**config.mk**
```make
export PLATFORM = sky130hd
export DESIGN_NAME = retire_monitor_top
export DESIGN_NICKNAME = d
export VERILOG_FILES = /design/src/common/retire_monitor_pkg.sv /design/src/rtl/mix/mix_classifier.sv /design/src/rtl/mix/mix_counter_bank.sv /design/src/rtl/collection_control.sv /design/src/rtl/uart_capture.sv /design/src/rtl/retire_monitor_top.sv
export SDC_FILE = /design/constraint.sdc
export NUM_CORES = 1
export LEC_CHECK = 0
export ABC_AREA = 1
export BUFFER_PORTS_ARGS = -buffer_cell sky130_fd_sc_hd__buf_2
export CELL_PAD_IN_SITES_DETAIL_PLACEMENT = 1
export CELL_PAD_IN_SITES_GLOBAL_PLACEMENT = 1
export CORE_ASPECT_RATIO = 0.75
export CORE_MARGIN = 2
export CORE_UTILIZATION = 40
export DETAILED_ROUTE_END_ITERATION = 8
export HOLD_SLACK_MARGIN = 0.02
export PLACE_DENSITY = 0.91
export SYNTH_ARGS = -nofsm -noshare
export SYNTH_HDL_FRONTEND = slang
export SYNTH_HIERARCHICAL = 1
export SYNTH_SLANG_ARGS = --single-unit
```
**constraint.sdc**
```tcl
create_clock -name clk -period 4.1 [get_ports clk]
set_input_delay 0.82 -clock clk [delete_from_list [all_inputs] [get_ports clk]]
set_output_delay 0.82 -clock clk [all_outputs]
set_load 0.02 [all_outputs]
```
**src/common/retire_monitor_pkg.sv**
```systemverilog
package retire_monitor_pkg;

    //////////////////////////////////////////////////
    // Retired instruction word
    typedef logic [31:0] instr_t;

    //////////////////////////////////////////////////
    // Major opcode field, instruction bits 6 to 2
    typedef enum logic [4:0] {
        LOAD      = 5'b00000,
        FENCE     = 5'b00011,
        ARITH_IMM = 5'b00100,
        AUIPC     = 5'b00101,
        STORE     = 5'b01000,
        AMO       = 5'b01011,
        ARITH     = 5'b01100,
        LUI       = 5'b01101,
        BRANCH    = 5'b11000,
        JALR      = 5'b11001,
        JAL       = 5'b11011,
        SYSTEM    = 5'b11100
    } opcode_t;

    //////////////////////////////////////////////////
    // Instruction mix categories
    typedef enum logic [2:0] {
        MIX_ALU    = 3'd0,
        MIX_BRANCH = 3'd1,
        MIX_MUL    = 3'd2,
        MIX_DIV    = 3'd3,
        MIX_LOAD   = 3'd4,
        MIX_STORE  = 3'd5,
        MIX_MISC   = 3'd6
    } mix_category_t;

    localparam int NUM_MIX_CATEGORIES = 7;

    // One bit per category, indexed by mix_category_t
    typedef logic [NUM_MIX_CATEGORIES-1:0] mix_vector_t;

    //////////////////////////////////////////////////
    // Benchmark window markers
    // Both are addi x0, x0, imm so they retire as ALU NOPs
    localparam instr_t START_MARKER_INSTR = 32'h00C0_0013;
    localparam instr_t END_MARKER_INSTR   = 32'h00D0_0013;

endpackage

```
**src/rtl/mix/mix_classifier.sv**
```systemverilog
`timescale 1ns/1ps

module mix_classifier #(
    parameter int RETIRE_PORTS = 2
) (
    input  logic                        clk,
    input  logic                        reset,
    input  logic                        retire_valid [RETIRE_PORTS],
    input  retire_monitor_pkg::instr_t  retire_instr [RETIRE_PORTS],
    output retire_monitor_pkg::mix_vector_t port_mix [RETIRE_PORTS],
    output logic                        port_valid_r [RETIRE_PORTS]
);

    import retire_monitor_pkg::*;

    opcode_t     opcode [RETIRE_PORTS];
    logic        is_muldiv [RETIRE_PORTS];
    mix_vector_t mix_next [RETIRE_PORTS];

    //////////////////////////////////////////////////
    // Opcode decode per port
    always_comb begin
        for (int i = 0; i < RETIRE_PORTS; i++) begin
            opcode[i]    = opcode_t'(retire_instr[i][6:2]);
            // M extension sits under ARITH with funct7 bit 0 set
            is_muldiv[i] = retire_instr[i][25];
            mix_next[i]  = '0;

            case (opcode[i])
                ARITH: begin
                    if (!is_muldiv[i]) begin
                        mix_next[i][MIX_ALU] = 1'b1;
                    end else if (retire_instr[i][14]) begin
                        mix_next[i][MIX_DIV] = 1'b1;
                    end else begin
                        mix_next[i][MIX_MUL] = 1'b1;
                    end
                end
                ARITH_IMM, AUIPC, LUI: mix_next[i][MIX_ALU] = 1'b1;
                BRANCH, JAL, JALR:     mix_next[i][MIX_BRANCH] = 1'b1;
                LOAD:                  mix_next[i][MIX_LOAD] = 1'b1;
                STORE:                 mix_next[i][MIX_STORE] = 1'b1;
                AMO: begin
                    // Read-modify-write counts both ways
                    mix_next[i][MIX_LOAD]  = 1'b1;
                    mix_next[i][MIX_STORE] = 1'b1;
                end
                SYSTEM, FENCE:         mix_next[i][MIX_MISC] = 1'b1;
                default:               mix_next[i] = '0;
            endcase

            if (!retire_valid[i]) begin
                mix_next[i] = '0;
            end
        end
    end

    //////////////////////////////////////////////////
    // Output register
    always_ff @(posedge clk) begin
        for (int i = 0; i < RETIRE_PORTS; i++) begin
            if (reset) begin
                port_mix[i]     <= '0;
                port_valid_r[i] <= 1'b0;
            end else begin
                port_mix[i]     <= mix_next[i];
                port_valid_r[i] <= retire_valid[i];
            end
        end
    end

    //////////////////////////////////////////////////
    // Assertions
    for (genvar g = 0; g < RETIRE_PORTS; g++) begin : gen_port_check
        assert property (@(posedge clk) disable iff (reset)
            !$past(retire_valid[g]) |-> (port_mix[g] == '0)
        );
    end

endmodule

```
**src/rtl/mix/mix_counter_bank.sv**
```systemverilog
`timescale 1ns/1ps

module mix_counter_bank #(
    parameter int RETIRE_PORTS = 2,
    parameter int COUNTER_W    = 32
) (
    input  logic                            clk,
    input  logic                            reset,
    input  logic                            count_enable,
    input  logic                            count_clear,
    input  retire_monitor_pkg::mix_vector_t port_mix [RETIRE_PORTS],
    input  logic                            port_valid_r [RETIRE_PORTS],
    output logic [COUNTER_W-1:0]            mix_count [retire_monitor_pkg::NUM_MIX_CATEGORIES],
    output logic [COUNTER_W-1:0]            retire_total
);

    import retire_monitor_pkg::*;

    logic [COUNTER_W-1:0] mix_incr [NUM_MIX_CATEGORIES];
    logic [COUNTER_W-1:0] total_incr;

    //////////////////////////////////////////////////
    // Per-cycle increments summed over ports
    always_comb begin
        total_incr = '0;
        for (int c = 0; c < NUM_MIX_CATEGORIES; c++) begin
            mix_incr[c] = '0;
        end
        for (int p = 0; p < RETIRE_PORTS; p++) begin
            total_incr += COUNTER_W'(port_valid_r[p]);
            for (int c = 0; c < NUM_MIX_CATEGORIES; c++) begin
                mix_incr[c] += COUNTER_W'(port_mix[p][c]);
            end
        end
    end

    //////////////////////////////////////////////////
    // Counters, clear over enable, wrap at COUNTER_W
    always_ff @(posedge clk) begin
        if (reset || count_clear) begin
            retire_total <= '0;
            for (int c = 0; c < NUM_MIX_CATEGORIES; c++) begin
                mix_count[c] <= '0;
            end
        end else if (count_enable) begin
            retire_total <= retire_total + total_incr;
            for (int c = 0; c < NUM_MIX_CATEGORIES; c++) begin
                mix_count[c] <= mix_count[c] + mix_incr[c];
            end
        end
    end

    //////////////////////////////////////////////////
    // Assertions
    // Total only moves forward, by at most one per port
    assert property (@(posedge clk) disable iff (reset)
        !count_clear |=> (COUNTER_W'(retire_total - $past(retire_total))
                          <= COUNTER_W'(RETIRE_PORTS))
    );

endmodule

```
**src/rtl/collection_control.sv**
```systemverilog
`timescale 1ns/1ps

module collection_control #(
    parameter int RETIRE_PORTS = 2
) (
    input  logic                       clk,
    input  logic                       reset,
    input  logic                       retire_valid [RETIRE_PORTS],
    input  retire_monitor_pkg::instr_t retire_instr [RETIRE_PORTS],
    output logic                       collecting,
    output logic                       count_enable,
    output logic                       count_clear,
    output logic                       window_done
);

    import retire_monitor_pkg::*;

    logic start_hit;
    logic end_hit;

    //////////////////////////////////////////////////
    // Marker detection on any valid port
    always_comb begin
        start_hit = 1'b0;
        end_hit   = 1'b0;
        for (int i = 0; i < RETIRE_PORTS; i++) begin
            start_hit |= retire_valid[i] & (retire_instr[i] == START_MARKER_INSTR);
            end_hit   |= retire_valid[i] & (retire_instr[i] == END_MARKER_INSTR);
        end
    end

    //////////////////////////////////////////////////
    // Window state
    // End marker wins when both retire together
    always_ff @(posedge clk) begin
        if (reset) begin
            collecting <= 1'b0;
        end else if (end_hit) begin
            collecting <= 1'b0;
        end else if (start_hit) begin
            collecting <= 1'b1;
        end
    end

    // Enable trails the window by one cycle to line up with the
    // registered classifier output; clear pulses right after a start
    always_ff @(posedge clk) begin
        if (reset) begin
            count_enable <= 1'b0;
            count_clear  <= 1'b0;
            window_done  <= 1'b0;
        end else begin
            count_enable <= collecting;
            count_clear  <= start_hit & ~end_hit;
            // Enable is about to fall
            window_done  <= count_enable & ~collecting;
        end
    end

    //////////////////////////////////////////////////
    // Assertions
    // Clear overlaps enable only on a restart of an open window
    assert property (@(posedge clk) disable iff (reset)
        (count_clear && count_enable) |-> ($past(collecting) && collecting)
    );

endmodule

```
**src/rtl/uart_capture.sv**
```systemverilog
`timescale 1ns/1ps

module uart_capture #(
    parameter logic [31:0] UART_ADDR = 32'h8800_1000
) (
    input  logic        clk,
    input  logic        reset,
    input  logic        write_valid,
    input  logic [31:0] write_addr,
    input  logic [31:0] write_data,
    output logic        write_uart,
    output logic [7:0]  uart_byte
);

    logic uart_hit;

    assign uart_hit = write_valid && (write_addr == UART_ADDR);

    // One-cycle strobe per console write
    always_ff @(posedge clk) begin
        if (reset) begin
            write_uart <= 1'b0;
        end else begin
            write_uart <= uart_hit;
        end
    end

    // Byte holds between writes
    always_ff @(posedge clk) begin
        if (uart_hit) begin
            uart_byte <= write_data[7:0];
        end
    end

endmodule

```
**src/rtl/retire_monitor_top.sv**
```systemverilog
`timescale 1ns/1ps

module retire_monitor_top #(
    parameter int          RETIRE_PORTS = 2,
    parameter int          COUNTER_W    = 32,
    parameter logic [31:0] UART_ADDR    = 32'h8800_1000
) (
    input  logic                     clk,
    input  logic                     reset,

    // Retire trace
    input  logic                     retire_valid [RETIRE_PORTS],
    input  retire_monitor_pkg::instr_t retire_instr [RETIRE_PORTS],

    // Simulated store path for console output
    input  logic                     write_valid,
    input  logic [31:0]              write_addr,
    input  logic [31:0]              write_data,

    output logic                     collecting,
    output logic                     window_done,
    output logic [COUNTER_W-1:0]     mix_count [retire_monitor_pkg::NUM_MIX_CATEGORIES],
    output logic [COUNTER_W-1:0]     retire_total,
    output logic                     write_uart,
    output logic [7:0]               uart_byte
);

    import retire_monitor_pkg::*;

    logic        count_enable;
    logic        count_clear;
    mix_vector_t port_mix [RETIRE_PORTS];
    logic        port_valid_r [RETIRE_PORTS];

    //////////////////////////////////////////////////
    // Window control
    collection_control #(
        .RETIRE_PORTS (RETIRE_PORTS)
    ) collection_control_0 (
        .clk          (clk),
        .reset        (reset),
        .retire_valid (retire_valid),
        .retire_instr (retire_instr),
        .collecting   (collecting),
        .count_enable (count_enable),
        .count_clear  (count_clear),
        .window_done  (window_done)
    );

    //////////////////////////////////////////////////
    // Instruction mix datapath
    mix_classifier #(
        .RETIRE_PORTS (RETIRE_PORTS)
    ) mix_classifier_0 (
        .clk          (clk),
        .reset        (reset),
        .retire_valid (retire_valid),
        .retire_instr (retire_instr),
        .port_mix     (port_mix),
        .port_valid_r (port_valid_r)
    );

    mix_counter_bank #(
        .RETIRE_PORTS (RETIRE_PORTS),
        .COUNTER_W    (COUNTER_W)
    ) mix_counter_bank_0 (
        .clk          (clk),
        .reset        (reset),
        .count_enable (count_enable),
        .count_clear  (count_clear),
        .port_mix     (port_mix),
        .port_valid_r (port_valid_r),
        .mix_count    (mix_count),
        .retire_total (retire_total)
    );

    //////////////////////////////////////////////////
    // Console capture
    uart_capture #(
        .UART_ADDR (UART_ADDR)
    ) uart_capture_0 (
        .clk         (clk),
        .reset       (reset),
        .write_valid (write_valid),
        .write_addr  (write_addr),
        .write_data  (write_data),
        .write_uart  (write_uart),
        .uart_byte   (uart_byte)
    );

endmodule

```
-- Yosys cells after proc, flatten, opt, wreduce, memory -nomap -nowiden
Index checks and enable logic that the tools add are counted.
- RAM bits: 0
- logic and storage cells: 114
- bits of input ports: 133
- bits in read-only memories: 0
- register bits after elaboration: 285
- bits in latches: 0
- memories kept: 0
- shift-type cells: 0
- div/mod/pow operators: 0
- add/sub/neg operators: 16
- reductions and logical operators: 19
- equal/unequal tests: 27
- muxes and demuxes: 16
- $mul: 0
- magnitude comparators: 0
- bitwise operators: 16
- operators with widths (kind ; number):
    32-bit adder ; 8
    32-bit by 24-bit equality test with 1-bit output, second input constant ; 4
    5-bit by 4-bit equality test with 1-bit output, second input constant ; 8
    5-bit equality test, second input constant ; 8
    32-bit equality test, second input constant ; 1
    5-bit by 3-bit equality test with 1-bit output, second input constant ; 4
    2-bit OR reduction ; 9
    1-bit by 1-bit adder with 2-bit output ; 8
    1-bit two-way mux ; 14
    3-bit OR reduction ; 4
    5-bit by 2-bit equality test with 1-bit output, second input constant ; 2
    5-bit logical NOT ; 2
    1-bit inverter ; 8
    4-bit OR reduction ; 2
    1-bit AND ; 6
    1-bit one-hot mux with 2 select lines ; 2
    1-bit bitwise OR ; 2
    1-bit logical AND ; 1
    1-bit logical OR ; 1

-- Logic depth before layout (Yosys ltp)
- depth after elaboration: 5
- depth in mapped cells: 12

-- Cells and area by module
The synthesis kept the hierarchy.
- modules (own cells, without submodules) (module ; times used ; area each (µm²) ; cells an instance):
    mix_counter_bank ; 1 ; 14062.2 ; 2273
    collection_control ; 1 ; 659.4 ; 142
    mix_classifier ; 1 ; 626.9 ; 87
    uart_capture ; 1 ; 407.9 ; 45

-- Worst setup path before layout
Ideal clock, no wire load.
- path kind: flip-flop to flip-flop
- from: reg mix_counter_bank_0.retire_total[0]
- to: reg mix_counter_bank_0.retire_total[12]
- buffers on the path: 0
- stages on the path, launching flop included: 10
- setup time: 0.126 ns
- data required time: 3.974 ns
- slack: 2.027 ns
- data arrival time: 1.947 ns
- cells stage by stage: dfxtp_1 inv_1 fa_1 inv_1 ha_1 nand2_1 nor3_2 nand2_1 o21ai_0 a21oi_1
- cells in the longest elaborated chain, start to end: 1
- RTL lines (item ; line ; text):
    from (decl) ; mix_counter_bank.sv:14 ; output logic [COUNTER_W-1:0] retire_total
    from (signal assigned) ; mix_counter_bank.sv:46 ; retire_total <= retire_total + total_incr;
    32-bit adder ; mix_counter_bank.sv:46 ;
Every way passes these cells.
A chain may end at the register's enable or synchronous reset.

-- Final worst setup path
- from: reg mix_counter_bank_0/mix_count[192] (netlist bit)
- to: reg mix_counter_bank_0/mix_count[222] (netlist bit)
- cells in the longest elaborated chain, start to end: 1
- RTL lines (item ; line ; text):
    from (decl) ; mix_counter_bank.sv:13 ; output logic [COUNTER_W-1:0] mix_count [retire_monitor_pkg::NUM_MIX_CATEGORIES],
    from (signal, indexed assignment) ; mix_counter_bank.sv:48 ; mix_count[c] <= mix_count[c] + mix_incr[c];
    32-bit adder ; mix_counter_bank.sv:48 ;
Every way passes these cells.

==> key figures <==
CTS
  – Cts bufs inserted: 34
  – Clock Pin Slew Worst Setup and Hold Paths: 0.06 ns
  – Root Driver: clkbuf_16
  – CTS Buffer Depth: 3
  – CTS hold repair buffers: 0
  – CTS tree: built
  – CTS sink count: 285
  – Setup repair bufs after CTS: 0
  – Clock latency on the worst-skew pair: 0.52 ns
  – Post-CTS sizing: 0
  – H-tree Lvls: 2

Timing
  – Final setup violation count: 0
  – Layout Skew: 0.0154 ns
  – Final cycle utilization of the critical path: 57.4%
  – Final Hold Vio Count: 0
  – Fmax: 0.425 GHz
  – Tmin final: 2.35 ns
  – TNS Setup: 0 ns
  – Final Max Slew Viols: 0
  – Tightest Pin Transition: 0.827 ns
  – Max-Slew Margin vs Limit: 44.9%
  – Unrepaired setup endpoints after global routing: no

Floorplanning
  – Die height: 176 um
  – IO Pins: 400
  – Initial Util: 40.9%
  – Core area: 38600 um2
  – Die Area: 41000 um2
  – Cell row count: 62
  – Die width: 233 um

Power and ir drop
  – Int Pwr: 4920 uW
  – Seq pwr share: 44.0%
  – Worst VDD drop: 0.284 mV
  – Comb power frac: 3.4%
  – Switch share: 22.3%
  – Post-route total power: 6320 uW
  – Clock network fraction of design power: 52.6%
  – Sw power: 1410 uW
  – PD cells: 326 nW/um2
  – Leak Pwr: 0.00861 uW

Place
  – Placed Instance Area: 18100 um2
  – HPWL Detailed: 44.0 mm
  – Port buffer count: 375
  – Final Wtd Congestion: 0.921

Cells and area
  – Sequential Area: 5790 um2
  – Most frequent cells in the layout: nand2_1, nor2_1, buf_2, inv_1, dfxtp_1
  – Layout cell share with drive strength beyond 1: 17.7%
  – Most common cell after layout, fill and taps aside: nand2_1
  – Fillers: 5324
  – Multi-input gate area: 8510 um2
  – Final net count: 3072
  – # diodes: 0
  – Fin area: 19400 um2
  – Area delta synth->final: 23.0%

Routing
  – Via density: 5.25
  – Initial DRC count: 1039
  – Routed wire length: 59.2 mm
  – Routed wire per std cell: 17.1 um
  – Initial DRT Pass Iterations: 5
  – DRC viols: 0
  – Post-route ant nets: 0
  – DR vias: 18.2k

Run
  – Max_cap viols: 0

Setup path
  – CP Launch Type: register
  – Reg2reg end: mix_counter_bank_0/mix_count[222]
  – WP data required: 4.51 ns
  – Flop-to-flop setup slack: 1.75 ns
  – Crit path to: mix_counter_bank_0/mix_count[222]
  – Worst-path fanout max: 5
  – Reg2Reg Depth: 11
  – Crit path DAT: 2.76 ns
  – Reg-to-Reg Start: mix_counter_bank_0/mix_count[192]
  – WS Path Type: register to register
  – Crit path capture type: register
  – Worst setup startpoint: mix_counter_bank_0/mix_count[192]

Synth
  – Flops & latches, synth: 285
  – Syn. warnings: 6
  – Synthesized cell area: 15800 um2
  – Post-Syn Nets: 2697
  – Register area share after synthesis: 36.7%
  – Netlist cell types: 40
  – Synth area leader: dfxtp_1
  – Avg Cell Area, Syn: 6.19 um2
  – Gate Count Post-Synth: 2547
  – Ranking of synthesized cells by area: dfxtp_1, nand2_1, nor2_1
  – Synth top area share: 35.2%

Global routing
  – Global-route wire length before repair: 95.3 mm
  – Total Routing Usage GR: 28.4%
  – Vias in the first global route: 18.7k
  – Antenna violations before repair: 0
  – Largest net degree at the start of global routing: 167
  – GRT overflow: 0

Min path
  – Hold Path Class: primary input to register

Outcome
  – Status: complete, no violations
-- stage by stage --
step                std cells  setup WS (ns)  hold slack (ns)  util (%)
floorplan                2547           2.03            0.444         -
global placement         3398           1.64            0.448      47.1
detailed placement       3398           1.60            0.468      47.1
CTS                      3460           1.73            0.457      50.3
global route             3460           1.51            0.456      50.3
finish                   3460           1.75            0.474      50.3
-- flip-flops by register name, indices dropped and copies added (netlist names) --
register / count
mix_counter_bank_0/retire_total: 32
collection_control_0/collecting: 1
collection_control_0/window_done: 1
mix_classifier_0/port_valid_r: 2
mix_counter_bank_0/mix_count: 224
collection_control_0/count_clear: 1
uart_capture_0/uart_byte: 8
collection_control_0/count_enable: 1
mix_classifier_0/port_mix: 14
uart_capture_0/write_uart: 1
-- layer usage --
| layer | routed length (um) | global-route usage (%) |
|---|---|---|
| met1 | 25700 | 35.4 |
| met2 | 28300 | 49.2 |
| met3 | 3650 | 5.80 |
| met4 | 1560 | 8.63 |
| met5 | 0 | 0 |
-- worst max-delay path, cell delays in order, from the launching register on --
cell and delay (ns):
dfxtp_1 0.35, inv_1 0.07, fa_1 0.53, inv_1 0.12, ha_1 0.21, nand3_1 0.13
nor2_1 0.21, nand2_1 0.13, nor2_2 0.26, nand3_1 0.12, nand2_1 0.08, nor2_1 0.05
-- cell usage after synthesis (all sizes together) --
master  number
a211oi       1
a21o         2
a21oi      118
a31oi        7
and2        10
and3         6
buf         24
clkbuf      18
dfxtp      277
edfxtp       8
fa           8
ha           9
inv        334
nand2      662
nand3      231
nand3b       5
nand4       52
nor2       640
nor3        41
nor3b        3
nor4         1
o21a         3
o21ai       48
o21bai       1
o31ai        1
or2          2
xnor2       20
xor2        15
-- power by group through the flow --
| stage | combinational (uW) | clock (uW) | sequential (uW) |
|---|---|---|---|
| after floorplan | 104 | 0 | 2850 |
| after global placement | 198 | 0 | 2840 |
| after detailed placement | 212 | 0 | 2840 |
| after CTS | 214 | 3400 | 2780 |
| after global routing | 239 | 3530 | 2780 |
| final | 216 | 3330 | 2780 |
-- kinds of logic (layout without fill, tap and decap cells) --
| group | Yosys count | after routing | synth area share [%] |
|---|---|---|---|
| adders and majority gates | 17 | 17 | 1.73 |
| DFF | 285 | 285 | 36.7 |
| and+or+nand+nor | 1653 | 1653 | 44.4 |
| xor gates and xnor gates | 35 | 35 | 1.95 |
| AOI/OAI and AO/OA | 181 | 181 | 5.93 |
| buffers and inverters | 376 | 777 | 9.31 |
-- cell type report --
cell class / count / share of cell area [%]
Sequential cell: 285 / 29.9
Clock buffer: 47 / 5.44
Timing Repair Buffer: 381 / 10.0
Multi-Input combinational cell: 1886 / 43.9
Clock inverter: 15 / 0.943
Inverter: 334 / 6.48
Tap cell: 512 / 3.31
-- worst min path at each step --
| stage | start | to | slack, ns | cells after the start |
|---|---|---|---|---|
| global placement | mix_counter_bank_0/mix_count[72] | mix_counter_bank_0/mix_count[72] | 0.45 | 2 |
| detailed placement | mix_counter_bank_0/retire_total[8] | mix_counter_bank_0/retire_total[8] | 0.47 | 2 |
| CTS | write_data[6] | uart_capture_0/uart_byte[6] | 0.46 | 1 |
| floorplan | collection_control_0/count_enable | collection_control_0/window_done | 0.44 | 2 |
| global route | write_data[0] | uart_capture_0/uart_byte[0] | 0.46 | 1 |
| finish | write_data[6] | uart_capture_0/uart_byte[6] | 0.47 | 1 |
Power figures use the tool's default switching activity.
